File: src/verilog/scrub_cfg_pkg.sv
//--------------------------------------------------------------------------
// Scrubber configuration: widths, vector types, limits, ID words and the
// bit positions of the control word
//--------------------------------------------------------------------------
`default_nettype none

package scrub_cfg_pkg;

   // Number of memory channels handled by the block
   localparam int NUM_CH = 4;

   //-----------------------------------------------------------------------
   // Vector types
   //-----------------------------------------------------------------------
   typedef logic [63:0]       addr_t;
   typedef logic [31:0]       word_t;
   typedef logic [NUM_CH-1:0] ch_mask_t;
   typedef logic [2:0]        ch_sel_t;
   typedef logic [2:0]        credit_t;

   //-----------------------------------------------------------------------
   // Scrub engine limits
   //-----------------------------------------------------------------------
   // Credits each memory write port grants after reset
   localparam credit_t MEM_CREDITS = 3'd4;

   // Last beat address written, kept short for simulation
   localparam addr_t SCRB_LAST_ADDR = 64'd255;

   //-----------------------------------------------------------------------
   // Readback constants
   //-----------------------------------------------------------------------
   // Upper field of status0 in normal mode
   localparam logic [23:0] STATUS_TAG = 24'ha1111f;

   // Identification words when debug is off
   localparam word_t CL_ID0 = 32'h5c2b_1d0f;
   localparam word_t CL_ID1 = 32'h0000_a5c4;

   // Control word layout
   localparam int DBG_EN_BIT  = 31;
   localparam int DBG_SEL_LSB = 28;
   localparam int CH_EN_LSB   = 0;

endpackage

`default_nettype wire
File: src/verilog/scrub_bus_pkg.sv
//--------------------------------------------------------------------------
// Scrubber bus types: engine state, per-channel status and write beat
//--------------------------------------------------------------------------
`default_nettype none

package scrub_bus_pkg;

   //-----------------------------------------------------------------------
   // Scrub engine state
   //-----------------------------------------------------------------------
   typedef enum logic [1:0]
   {
      IDLE = 2'd0,
      RUN  = 2'd1,
      DONE = 2'd2
   } scrb_state_e;

   //-----------------------------------------------------------------------
   // Per-channel report to the status block
   //-----------------------------------------------------------------------
   typedef struct packed
   {
      scrb_state_e          state;
      logic                 done;
      // Address of the next beat to write
      scrub_cfg_pkg::addr_t addr;
   } scrb_stat_t;

   //-----------------------------------------------------------------------
   // One zero-write beat towards memory
   //-----------------------------------------------------------------------
   typedef struct packed
   {
      logic                 valid;
      scrub_cfg_pkg::addr_t addr;
   } mem_wr_t;

endpackage

`default_nettype wire

File: src/verilog/scrub_status.sv
//--------------------------------------------------------------------------
// Control-word register, channel enables and status/ID readback
//--------------------------------------------------------------------------
`default_nettype none
`timescale 1ns/10ps

module scrub_status
(
   input  logic                      clk,
   input  logic                      sync_rst_n,
   input  scrub_cfg_pkg::word_t      ctl0,
   input  scrub_cfg_pkg::ch_mask_t   mem_ready,
   input  scrub_bus_pkg::scrb_stat_t stat [0:scrub_cfg_pkg::NUM_CH-1],
   output scrub_cfg_pkg::ch_mask_t   enable,
   output scrub_cfg_pkg::word_t      status0,
   output scrub_cfg_pkg::word_t      id0,
   output scrub_cfg_pkg::word_t      id1
);

   import scrub_cfg_pkg::*;

   word_t                 ctl_q;
   ch_mask_t              ready_q;
   logic                  dbg_en;
   ch_sel_t               dbg_sel;
   ch_mask_t              done_v;
   logic [4*NUM_CH-1:0]   state_nib;
   addr_t                 sel_addr;

   //-----------------------------------------------------------------------
   // Input registers
   //-----------------------------------------------------------------------
   always_ff @(posedge clk or negedge sync_rst_n)
      if (!sync_rst_n)
      begin
         ctl_q   <= '0;
         ready_q <= '0;
      end
      else
      begin
         ctl_q   <= ctl0;
         ready_q <= mem_ready;
      end

   // Control word fields
   assign enable  = ctl_q[CH_EN_LSB +: NUM_CH];
   assign dbg_en  = ctl_q[DBG_EN_BIT];
   assign dbg_sel = ctl_q[DBG_SEL_LSB +: 3];

   //-----------------------------------------------------------------------
   // Gather per-channel status
   //-----------------------------------------------------------------------
   always_comb
   begin
      for (int i = 0; i < NUM_CH; i++)
      begin
         done_v[i]          = stat[i].done;
         // Top two bits of each nibble read as zero
         state_nib[4*i +: 4] = {2'b00, stat[i].state};
      end
   end

   // Debug address mux, out-of-range selects fall back to channel 0
   always_comb
   begin
      sel_addr = stat[0].addr;
      for (int i = 1; i < NUM_CH; i++)
      begin
         if (dbg_sel == ch_sel_t'(i))
            sel_addr = stat[i].addr;
      end
   end

   //-----------------------------------------------------------------------
   // Readback registers
   //-----------------------------------------------------------------------
   always_ff @(posedge clk or negedge sync_rst_n)
      if (!sync_rst_n)
      begin
         status0 <= '0;
         id0     <= '0;
         id1     <= '0;
      end
      else if (dbg_en)
      begin
         status0 <= {state_nib, 4'h0, 4'hf, done_v, ready_q};
         id0     <= sel_addr[31:0];
         id1     <= sel_addr[63:32];
      end
      else
      begin
         status0 <= {STATUS_TAG, done_v, ready_q};
         id0     <= CL_ID0;
         id1     <= CL_ID1;
      end

endmodule

`default_nettype wire

File: config.mk
export PLATFORM = sky130hd
export DESIGN_NAME = scrub_status
export DESIGN_NICKNAME = d
export VERILOG_FILES = /design/src/verilog/scrub_cfg_pkg.sv /design/src/verilog/scrub_bus_pkg.sv /design/src/verilog/scrub_status.sv
export SDC_FILE = /design/constraint.sdc
export NUM_CORES = 1
export LEC_CHECK = 0
export ABC_CLOCK_PERIOD_IN_PS = 1200
export BUFFER_PORTS_ARGS = -buffer_cell sky130_fd_sc_hd__buf_2
export CAP_MARGIN = 20
export CORE_AREA = 5 5 154 156
export CTS_CLUSTER_DIAMETER = 30
export DETAILED_ROUTE_END_ITERATION = 8
export DIE_AREA = 0 0 159 161
export PLACE_DENSITY = 0.53
export SYNTH_ARGS = -nofsm -noshare
export SYNTH_HDL_FRONTEND = slang
export SYNTH_SLANG_ARGS = --single-unit
File: constraint.sdc
create_clock -name clk -period 1.2 [get_ports clk]
set_input_delay 0.06 -clock clk [delete_from_list [all_inputs] [get_ports clk]]
set_output_delay 0.06 -clock clk [all_outputs]
set_load 0.03 [all_outputs]
# == After elaboration in Yosys (flattened, before gate mapping) ==
# Cells that the tools add are included.
# op_classes
n_eq_ne,3
n_mux,6
# ops
op,n
$mux W64,3
$mux W32,3
$eq A3 B2 Y1 const B,2
$eq A3 B1 Y1 const B,1
# totals
register_bits,132
inputBits,306
out_inout_bits,100
word_cells,14

# == Logic depth before layout (Yosys ltp) ==
# depth
depth_word,5
depth_mapped,6
ltp_nobuf,3

# == Worst setup path before layout ==
# Ideal clock, no wire load.
# synth_path
kind,register to register
start,register ctl_q[29]
end,register id0[13]
setup_time_ns,0.123
arrival_time_ns,1.158
t_required_ns,1.077
path_slack_ns,-0.080
path_stages_with_launch,5
path_cell_list,dfrtp_1 > buf_6 > buf_8 > mux2_4 > o221a_2
# synth_via
elab_chain_len,5
word_cells_on_any_way,7
cone_classes,3 x eq/ne; 4 x mux
# synth_lines
element,line,rtl
from (decl),scrub_status.sv:22,word_t ctl_q;
from (signal assigned),scrub_status.sv:41,ctl_q <= ctl0;
$eq A3 B1 Y1,scrub_status.sv:69,if (dbg_sel == ch_sel_t'(i))
$mux W64 (2 in series),scrub_status.sv:69,
$mux W64 *,scrub_status.sv:69,
$mux W32 *,scrub_status.sv:84,else if (dbg_en)
to (signal assigned),scrub_status.sv:87,id0 <= sel_addr[31:0];
to (decl),scrub_status.sv:16,"output scrub_cfg_pkg::word_t id0,"
# Every way passes the cells marked *; elsewhere a longest branch is shown, timed or not.

# == Worst setup path in the final report ==
# layout_path
start,register ctl_q[29]
end,register id1[12]
# layout_via
elab_chain_len,5
word_cells_on_any_way,7
cone_classes,3 x eq/ne; 4 x mux
# layout_lines
element,line,rtl
$eq A3 B1 Y1,scrub_status.sv:69,
$mux W64 (2 in series),scrub_status.sv:69,
$mux W64 *,scrub_status.sv:69,
$mux W32 *,scrub_status.sv:84,
to (signal assigned),scrub_status.sv:88,id1 <= sel_addr[63:32];
to (decl),scrub_status.sv:17,output scrub_cfg_pkg::word_t id1
# Marked as above.

==> run summary <==
CTS HTree Levels = 3
worst-margin pin slew = 0.566 ns
number of flops mapped to enable cells by yosys = 0
cell row count = 55
CP startpoint kind = flop
WL/cell = 18.6 um
global placement routability congestion = 0.798
initial antenna violation count = 2
crit share post-route = 126%
routed via count = 6129
port buffer count = 371
fin area = 0.00963 mm2
grt ovf = 0
worst vdd ir = 0.665 mV
most frequent cells in the layout = 370 x buf_2, 105 x a21oi_1, 91 x dfrtp_1
clock sinks = 94
Synth Instances = 583
Core ar. = 0.0222 mm2
Arrival @ worst endpoint = 1.75 ns
DP Wirelength = 16500 um
YS warnings = 0
Req. time, crit path = 1.44 ns
fin cells = 1296
max cap viols = 0
Crit path buffers/inverters = 2
Setup Viol. Count Final = 64
Max Root-Sink Buffers = 2
cell total after placement = 1218
Max Slew Vio Count = 0
CTS clk-pin slew, worst paths = 0.08 ns
Worst Path Max Fanout = 11
Syn-to-layout area delta = 66.7%
post-synthesis register bit count = 94
die width = 159 um
clock root buffer = clkbuf_16
Placed Area = 0.00826 mm2
# fillers = 2170
worst relative slew slack = 62.2%
post-synthesis cell area = 0.00578 mm2
CP top delay family = flip-flops
setup slack at placement = -0.326 ns
violated checks = negative setup slack
static leakage = 4.82 nW
1st-iter DRT viols = 316
Tmin final = 1.51 ns
fmax = 664 MHz
Main synth FF type = dfrtp_1
worst hold path type = input port to flop
Setup crit end kind = flop
largest net degree at the start of global routing = 95
Nets = 1311
RSZ-0062 raised after global routing = yes
routed wire length = 24100 um
CP peak stage delay = 0.53 ns
post-route ant nets = 0
Total Neg Setup Slack = -16.49 ns
PD cells = 983 mW/mm2
skew final = 0.0122 ns
CTS tree = done
post-synthesis sequential area ratio = 40.7%
Yosys cell types = 24
min setup slack post-route = -0.307 ns
commonest non-fill, non-tap cell in the layout = buf_2
Starting Density = 26.0%
die height = 161 um
Worst Setup Path Type = flop to flop
syn avg cell area = 9.91 um2
layout cells sized above 1 = 55.7%
Async SR Flop Fraction = 100%
TritonCTS Buffers = 9
Clk Latency, worst-skew pair = 0.35 ns
all-layer global routing usage = 17.7%
Via density = 4.73
first-pass GRT wire length = 36400 um
DRT Pass-1 Iters = 4
Die Area = 0.0256 mm2
final-report hold violation count = 0
Ports = 406
Critical-path top delay cell = dfrtp_4
number of global-route vias before repair = 6496
crit-path cells = clkbuf_16 -> buf_16 -> mux2_4 -> o221a_4
status = complete, but fails checks
drt drc = 0
Yosys cell counts, types with 4 or more instances:
| master | instances | area (um2) |
|---|---|---|
| a21oi_1 | 105 | 526 |
| a2bb2oi_1 | 23 | 201 |
| and2_1 | 4 | 25.0 |
| buf_2 | 23 | 115 |
| buf_4 | 19 | 143 |
| buf_6 | 16 | 180 |
| clkbuf_1 | 10 | 37.5 |
| dfrtp_1 | 94 | 2350 |
| inv_1 | 42 | 158 |
| mux2_4 | 40 | 601 |
| mux2i_1 | 23 | 230 |
| nand2_1 | 23 | 86.3 |
| nand2b_1 | 5 | 31.3 |
| nor2_1 | 82 | 308 |
| o221a_1 | 16 | 180 |
| o221a_2 | 25 | 282 |
| o221ai_1 | 19 | 166 |
| o221ai_2 | 4 | 60.1 |
kinds of logic after synthesis:
logic type,synth area share [%]
compound gates,24.5
buf+inv,12.3
flops,40.7
mux,14.6
other cells,0.130
simple gates,7.80
worst reg2reg max path, cell delays in order (launching register included):
cell	delay [ns]
dfrtp_4	0.53
clkbuf_16	0.19
buf_16	0.16
mux2_4	0.31
o221a_4	0.21
routing by layer:
layer / global-route usage, % / vias to the layer above / wire length (um)
met5: 0 / - / 7
met4: 5.43 / 2 / 590
met3: 5.23 / 36 / 1890
met2: 31.0 / 294 / 12100
met1: 21.0 / 2885 / 9490
li1: - / 2912 / -
registers in the layout, summed over array words and instances (netlist names):
signal,count
id0,32
id1,32
status0,18
ctl_q,8
ready_q,4
path summary, 6_finish.rpt:
kind,start,end,slack (ns),cells past startpoint
setup reg to reg,ctl_q[29],id1[12],-0.31,4
max in group asynchronous,sync_rst_n,id1[13],0.45,3
min in group asynchronous,sync_rst_n,status0[20],0.28,3
hold / removal,stat[204],id0[3],0.02,3
hold reg to reg,ready_q[2],status0[2],0.35,0
setup / recovery,ctl_q[29],id1[12],-0.31,4
report_power, final:
part / internal [mW] / switching (mW) / total, mW
combinational: 1.45 / 1.62 / 3.07
sequential: 3.38 / 0.0716 / 3.45
clock: 1.48 / 1.47 / 2.94
total: 6.31 / 3.16 / 9.46
what timing repair did:
item,CTS,global route
gates cloned,6,3
hold buffers,48,0
endpoints found under the hold margin,139,0
resized for setup,44,34
pin swaps,8,11
buffers inserted,4,0
endpoints found under the setup margin,64,64
metrics by stage:
step	hold WS (ns)	total power, mW	utilization [%]
after floorplan	-0.236	5.14	-
after global placement	0.168	6.18	37.2
after detailed placement	0.169	6.20	37.2
after CTS	0.0000981	9.55	42.3
after global routing	0.0212	9.97	43.3
final	0.0175	9.46	43.3
layout make-up:
class	count	area, um2	area share, %
antenna	1	2.50	0.0260
timing repair buffer	476	3220	33.5
clock inverter	7	76.3	0.793
clock buffer	9	225	2.34
tap	285	357	3.70
sequential	94	2360	24.5
multi-input combinational	381	3210	33.4
inverter	43	169	1.75
(Power assumes the default switching activity.)
