File: config.mk
export PLATFORM = sky130hd
export DESIGN_NAME = ddr_scrubber
export DESIGN_NICKNAME = d
export VERILOG_FILES = /design/src/verilog/scrub_cfg_pkg.sv /design/src/verilog/scrub_bus_pkg.sv /design/src/verilog/ddr_scrubber.sv
export SDC_FILE = /design/constraint.sdc
export NUM_CORES = 1
export LEC_CHECK = 0
export ABC_AREA = 0
export BUFFER_PORTS_ARGS = -buffer_cell sky130_fd_sc_hd__buf_2
export CORE_UTILIZATION = 53
export DETAILED_ROUTE_END_ITERATION = 8
export GPL_ROUTABILITY_DRIVEN = 0
export PLACE_DENSITY_LB_ADDON = 0.05
export SLEW_MARGIN = 20
export SYNTH_ARGS = -nofsm -noshare
export SYNTH_HDL_FRONTEND = slang
export SYNTH_SLANG_ARGS = --single-unit
File: constraint.sdc
create_clock -name clk -period 3.1 [get_ports clk]
set_clock_uncertainty 0.05 [all_clocks]
set_input_delay 0.31 -clock clk [delete_from_list [all_inputs] [get_ports clk]]
set_output_delay 0.31 -clock clk [all_outputs]
set_load 0.03 [all_outputs]
File: src/verilog/scrub_cfg_pkg.sv
//--------------------------------------------------------------------------
// Scrubber configuration: widths, vector types, limits, ID words and the
// bit positions of the control word
//--------------------------------------------------------------------------
`default_nettype none

package scrub_cfg_pkg;

   // Number of memory channels handled by the block
   localparam int NUM_CH = 4;

   //-----------------------------------------------------------------------
   // Vector types
   //-----------------------------------------------------------------------
   typedef logic [63:0]       addr_t;
   typedef logic [31:0]       word_t;
   typedef logic [NUM_CH-1:0] ch_mask_t;
   typedef logic [2:0]        ch_sel_t;
   typedef logic [2:0]        credit_t;

   //-----------------------------------------------------------------------
   // Scrub engine limits
   //-----------------------------------------------------------------------
   // Credits each memory write port grants after reset
   localparam credit_t MEM_CREDITS = 3'd4;

   // Last beat address written, kept short for simulation
   localparam addr_t SCRB_LAST_ADDR = 64'd255;

   //-----------------------------------------------------------------------
   // Readback constants
   //-----------------------------------------------------------------------
   // Upper field of status0 in normal mode
   localparam logic [23:0] STATUS_TAG = 24'ha1111f;

   // Identification words when debug is off
   localparam word_t CL_ID0 = 32'h5c2b_1d0f;
   localparam word_t CL_ID1 = 32'h0000_a5c4;

   // Control word layout
   localparam int DBG_EN_BIT  = 31;
   localparam int DBG_SEL_LSB = 28;
   localparam int CH_EN_LSB   = 0;

endpackage

`default_nettype wire
File: src/verilog/scrub_bus_pkg.sv
//--------------------------------------------------------------------------
// Scrubber bus types: engine state, per-channel status and write beat
//--------------------------------------------------------------------------
`default_nettype none

package scrub_bus_pkg;

   //-----------------------------------------------------------------------
   // Scrub engine state
   //-----------------------------------------------------------------------
   typedef enum logic [1:0]
   {
      IDLE = 2'd0,
      RUN  = 2'd1,
      DONE = 2'd2
   } scrb_state_e;

   //-----------------------------------------------------------------------
   // Per-channel report to the status block
   //-----------------------------------------------------------------------
   typedef struct packed
   {
      scrb_state_e          state;
      logic                 done;
      // Address of the next beat to write
      scrub_cfg_pkg::addr_t addr;
   } scrb_stat_t;

   //-----------------------------------------------------------------------
   // One zero-write beat towards memory
   //-----------------------------------------------------------------------
   typedef struct packed
   {
      logic                 valid;
      scrub_cfg_pkg::addr_t addr;
   } mem_wr_t;

endpackage

`default_nettype wire

File: src/verilog/ddr_scrubber.sv
//--------------------------------------------------------------------------
// Single-channel scrub engine: state machine, beat address counter and
// write-port credit counter
//--------------------------------------------------------------------------
`default_nettype none
`timescale 1ns/10ps

module ddr_scrubber
(
   input  logic                      clk,
   input  logic                      sync_rst_n,
   input  logic                      enable,
   input  logic                      mem_credit,
   output scrub_bus_pkg::mem_wr_t    mem_wr,
   output scrub_bus_pkg::scrb_stat_t stat
);

   import scrub_cfg_pkg::*;
   import scrub_bus_pkg::*;

   scrb_state_e state;
   addr_t       cur_addr;
   credit_t     credits;
   logic        issue;
   logic        last_beat;

   //-----------------------------------------------------------------------
   // Beat issue
   //-----------------------------------------------------------------------
   // One beat per cycle, only while running and holding a credit
   assign issue     = enable && (state == RUN) && (credits != '0);
   assign last_beat = (cur_addr == SCRB_LAST_ADDR);

   //-----------------------------------------------------------------------
   // State machine and address counter
   //-----------------------------------------------------------------------
   always_ff @(posedge clk or negedge sync_rst_n)
      if (!sync_rst_n)
      begin
         state    <= IDLE;
         cur_addr <= '0;
      end
      else if (!enable)
      begin
         // Dropping the enable abandons the scrub from any state
         state    <= IDLE;
         cur_addr <= '0;
      end
      else
      begin
         case (state)
            IDLE:
            begin
               state    <= RUN;
               cur_addr <= '0;
            end
            RUN:
            begin
               if (issue)
               begin
                  if (last_beat)
                     state <= DONE;
                  else
                     cur_addr <= cur_addr + 64'd1;
               end
            end
            DONE:
               state <= DONE;
            default:
               state <= IDLE;
         endcase
      end

   //-----------------------------------------------------------------------
   // Credit counter
   //-----------------------------------------------------------------------
   // Credits keep flowing back even after the engine is disabled
   always_ff @(posedge clk or negedge sync_rst_n)
      if (!sync_rst_n)
         credits <= MEM_CREDITS;
      else
      begin
         case ({mem_credit, issue})
            2'b10:
               credits <= credits + 3'd1;
            2'b01:
               credits <= credits - 3'd1;
            default:
               credits <= credits;
         endcase
      end

   //-----------------------------------------------------------------------
   // Outputs
   //-----------------------------------------------------------------------
   always_comb
   begin
      mem_wr.valid = issue;
      mem_wr.addr  = cur_addr;
      stat.state   = state;
      stat.done    = (state == DONE);
      stat.addr    = cur_addr;
   end

endmodule

`default_nettype wire

======== Yosys cells after proc, flatten, opt, wreduce, memory -nomap -nowiden ========
Index checks and enable logic that the tools add are counted.
Widths: inputs -> output; s select.
word-level totals
  register bits ........................... 69
  latch bits .............................. 0
  bits in writable memories ............... 0
  bits in read-only memories .............. 0
  input bits .............................. 4
  output and inout port bits .............. 132
  word-level logic and storage cells ...... 31
  memories ................................ 0
operators by class
  $add $sub $neg .......................... 3
  $mul .................................... 0
  div/mod/pow operators ................... 0
  order comparisons ....................... 0
  eq/ne operators ......................... 9
  shifts and indexed selects .............. 0
  mux-type cells .......................... 9
  bitwise logic cells ..................... 0
  reductions and logical operators ........ 7
operators by type and width
  operator               number
  $mux 64                3
  $pmux 64 s2            1
  $add 64x1->64 const B  1
  $eq 64x8->1 const B    1
  $ne 3x3->1 const B     3
  $mux 2                 3
  $pmux 2 s3             1
  $pmux 3 s2             1
  $eq 2x1->1 const B     2
  $eq 2x2->1 const B     2
  $add 3x1->3 const B    1
  $ne 3x1->1 const B     1
  $reduce_and 3->1       1
  $reduce_bool 3->1      1
  $sub 3x1->3 const B    1
  $logic_and 1x1->1      2
  $logic_not 2->1        1
  $reduce_and 2->1       1
  $reduce_bool 2->1      1

======== Depth between registers and ports, before layout ========
  word-level depth ........................ 6
  gate-level depth with buffers ........... 12

======== Least setup slack after synthesis ========
No wires, ideal clock.
  path type ............................... reg-to-reg
  start point ............................. register state[1]
  end point ............................... register credits[2]
  library setup time ...................... 0.075 ns
  arrival ................................. 2.541 ns
  setup slack ............................. 0.434 ns
  stages on the path, launching flop included .. 13
  period minus slack after synthesis ...... 2.666 ns
  cells stage by stage .................... dfrtp_1 -> inv_1 -> ha_1 -> and2_0 -> nand2_1 -> inv_1 -> clkbuf_1 -> ha_1 -> inv_1 -> fa_1 -> xor2_1 -> nor2_1 -> xor2_1
on the way
  word-level cells in the longest chain between the ends .. 5
  elaborated cells on any way between the ends .. 7
  those cells by class .................... eq/ne (3); mux (1); reduce/logical (3)
RTL lines
  element                                                 line                source
  start: declaration                                      ddr_scrubber.sv:21  scrb_state_e state;
  start signal: assignment                                ddr_scrubber.sv:40  state <= IDLE;
  start signal: assignment                                ddr_scrubber.sv:46  state <= IDLE;
  start signal: assignment                                ddr_scrubber.sv:54  state <= RUN;
  $eq 2x1->1 *                                            ddr_scrubber.sv:31  assign issue = enable && (state == RUN) && (credits != '0);
  $logic_and 1x1->1 * (2 in series)                       ddr_scrubber.sv:31
  named net issue                                         ddr_scrubber.sv:24  logic issue;
  $eq 2x1->1 / $eq 2x2->1 (equally long branches)         ddr_scrubber.sv:83  case ({mem_credit, issue})
  $pmux 3 s2 / $reduce_bool 2->1 (equally long branches)  n/a
  end signal: assignment                                  ddr_scrubber.sv:85  credits <= credits + 3'd1;
  end signal: assignment                                  ddr_scrubber.sv:87  credits <= credits - 3'd1;
  end signal: assignment                                  ddr_scrubber.sv:89  credits <= credits;
  end: declaration                                        ddr_scrubber.sv:23  credit_t credits;
The timed path passes the listed nets; every way through them passes the cells marked *.
A chain may end at the register's enable or synchronous reset.

======== Worst setup path in the final report ========
  start point ............................. register cur_addr[0]
  end point ............................... register cur_addr[42]
on the way
  word-level cells in the longest chain between the ends .. 5
  elaborated cells on any way between the ends .. 8
  those cells by class .................... add/sub (1); eq/ne (2); mux (4); reduce/logical (1)
RTL lines
  element                   line                source
  start: declaration        ddr_scrubber.sv:22  addr_t cur_addr;
  start signal: assignment  ddr_scrubber.sv:64  cur_addr <= cur_addr + 64'd1;
  $add 64x1->64             ddr_scrubber.sv:64
  $mux 64                   ddr_scrubber.sv:61  if (last_beat)
  $mux 64                   ddr_scrubber.sv:59  if (issue)
  $pmux 64 s2               ddr_scrubber.sv:51  case (state)
  $mux 64                   ddr_scrubber.sv:43  else if (!enable)
Several ways; a longest one is shown, not always the timed one. The select of a mux whose other input is x is not followed.

==> flow_summary.toml <==
[status]
status = "finished with violations"
violations = "DRC"

[grt]
grt_usage_pct = 32.28
grt_pass1_wl_mm = 24.41
grt_antenna_before_repair = 0
gr-total-overflow = 0
grt_pass1_vias = 4622
grt_max_degree = 70

[power_and_ir_drop]
p_per_area_nw_per_um2 = 474.3
ir_worst_vdd_mv = 0.4844
power_w = 0.002552
leakage_nw = 2.667

[route]
via_per_inst = 6.466
antenna_left = 0
dr.pass1.iters = 7
postRouteWirelength_mm = 15.10
remaining_drc_errors = 18
drt-initial-drc-count = 484
vias = 5050
wl_per_cell_um = 19.34

[cts]
cts.clk_slew.worst_paths_ns = 0.08
h-tree-depth = 3
ctsHoldBuffers = 0
cts.sinks = 69
cts_made_buffers = 9
cts_tree = "done"
clock_path_buffers = 2
clock_latency_ns = 0.35
cts_root_buf = "clkbuf_8"
cts_resized = 0
postCtsSetupBuffers = 0

[yosys]
ys_ff_latch = 69
yosysWarnings = 0
synth_fa_ha_area_share_pct = 1.699
avgSynthCellArea_um2 = 8.088
synth_top_area_share_pct = 35.01
synth_xor_area_share_pct = 0.7207
yosysUniqueCellTypes = 50
syn_inst = 601
synth_top_family_by_area = "simple AND/OR/NAND/NOR gates"
syn_nets = 611
synth_flop_cell = "dfrtp_1"
async_flop_share_pct = 100.0
syn_area_um2 = 4861
synth.most_common_cell = "o21ai_0"
synth_compound_area_share_pct = 17.22
ys_seq_area_share_pct = 35.55
synth_top_cells_by_count = "o21ai_0 (74), dfrtp_1 (68), buf_4 (65), nand2_1 (50), nand3_1 (35)"
yosys.area_share.simple_pct = 29.52
netlist_top_cells_area = "dfrtp_1 (35%), buf_4 (10%), o21ai_0 (7.6%)"
yosysTopAreaCell = "dfrtp_1"
synth_edf_count = 0
muxShareOfSynthArea_pct = 1.030

[setup_path]
cp_top_family = "simple AND/OR/NAND/NOR gates"
crit_type = "reg -> reg"
worstSetupEndpointType = "flip-flop"
worstPathRequired_ns = 3.30
critical_path.max_fanout = 16
cp_cell_sequence = "ha_1 -> and3_1 -> nand4_1 -> nor4_2 -> buf_4 -> nor2_2 -> buf_4 -> a21oi_1 -> o21ai_0"
cp_common_cell = "buf_4"
cp_num_buf_inv = 2
slowest_stage = "nor2_2"
critPathArrivalTime_ns = 2.95
max_stage_delay_ns = 0.58
critPathLaunchType = "flip-flop"

[cells_and_area]
fin_nets = 678
syn_to_final_growth_pct = 10.71
design_area_um2 = 5381
drive_gt1_share_pct = 27.93
n_antenna_cell = 0

[sta]
hold_violations = 0
period_minus_slack_ns = 2.755
worstMarginPinSlew_ns = 0.9231
relSlewSlack_pct = 38.46
fin_setup_tns_ns = 0
rsz0062_at_grt = "no"
finalSetupViolCount = 0
slew_violations = 0
min_period_over_period_pct = 88.86
max_freq_mhz = 363.0

[floorplanning]
fp-row-count = 34
start_util_pct = 55.20
die_area_um2 = 9559
die_w_um = 97.77
core_um2 = 8806
die_h_um = 97.77
pin_count = 136

[flow_run]
drv_cap = 0

[place]
dpl-instance-area_um2 = 5209
io_buffers = 135
hpwl_mm = 10.28

[hold_path]
hp-class = "in -> async"
-- stage by stage --
step	util, %	instances	setup slack (ns)	hold WS, ns
global placement	59.15	765	0.5374	0.4438
floorplan	-	601	0.4344	-0.03559
finish	61.11	781	0.3452	0.09016
global route	61.11	781	0.1837	0.1920
CTS	61.11	781	0.4203	0.1447
detailed placement	59.15	765	0.4539	0.4453
-- area by class of cell --
type,instances,area [µm²]
clock buffers,14,162.7
well taps,108,135.1
inverters,17,63.81
flip-flops and latches,69,1728
fillers,811,3425
multi-input cells,415,2449
repair buffers,156,833.3
clock inverters,2,10.01
-- flip-flops by register name, indices dropped and copies added, names as in the netlist --
name and flops:
state 2, credits 3, cur_addr 64
-- cells by family after synthesis --
group                      Yosys count
AOI/OAI and AO/OA                  148
adders and majority gates            6
and+or+nand+nor                    252
DFF                                 69
muxes                                5
buffers and inverters              117
xor gates and xnor gates             4
-- worst register-to-register path, cell delays in order (launching register included) --
cell	delay (ns)
dfrtp_1	0.44
ha_1	0.29
and3_1	0.25
nand4_1	0.13
nor4_2	0.05
buf_4	0.17
nor2_2	0.58
buf_4	0.36
a21oi_1	0.09
o21ai_0	0.24
-- cell usage in the layout, fill, tap and decap left out, drive strengths merged, types with 2 or more instances in the layout --
| cell | count |
|---|---|
| mux2i | 5 |
| nor4 | 25 |
| ha | 5 |
| and2 | 7 |
| or3 | 12 |
| xnor2 | 2 |
| buf | 156 |
| a21oi | 26 |
| a21o | 9 |
| dfrtp | 68 |
| clkinv | 2 |
| nor3b | 2 |
| xor2 | 2 |
| nor3 | 14 |
| nor2 | 33 |
| or4 | 6 |
| nand4 | 37 |
| nand3 | 35 |
| o31ai | 10 |
| o211ai | 2 |
| a31oi | 22 |
| nand2b | 2 |
| and3 | 13 |
| clkbuf | 14 |
| inv | 17 |
| and4 | 13 |
| nand2 | 50 |
| o21ai | 74 |
-- worst paths after layout --
path	depth (start not counted)	slack (ns)	from	endpoint
max in group asynchronous	2	2.26	sync_rst_n	cur_addr[4]
min in group clk	3	0.21	enable	state[1]
max reg2reg	9	0.35	cur_addr[0]	cur_addr[42]
min	2	0.09	sync_rst_n	cur_addr[63]
min reg2reg	1	0.45	credits[0]	credits[0]
max	9	0.35	cur_addr[0]	cur_addr[42]
-- metal layers --
metal | GRT usage, % | part of all wire, % | wire (µm) | up-vias
li1 | - | - | - | 2293
met1 | 45.42 | 41 | 6232 | 2424
met2 | 49.32 | 47 | 7092 | 297
met3 | 5.011 | 9.3 | 1412 | 36
met4 | 14.34 | 2.4 | 364 | 0
met5 | 0 | 0 | 0 | -
-- power by group --
group          total, W  switching, W  internal (W)
Sequential     0.000981     0.0000354      0.000945
Combinational  0.000884      0.000616      0.000268
Clock          0.000688      0.000354      0.000333
Power figures use the tool's default switching activity.
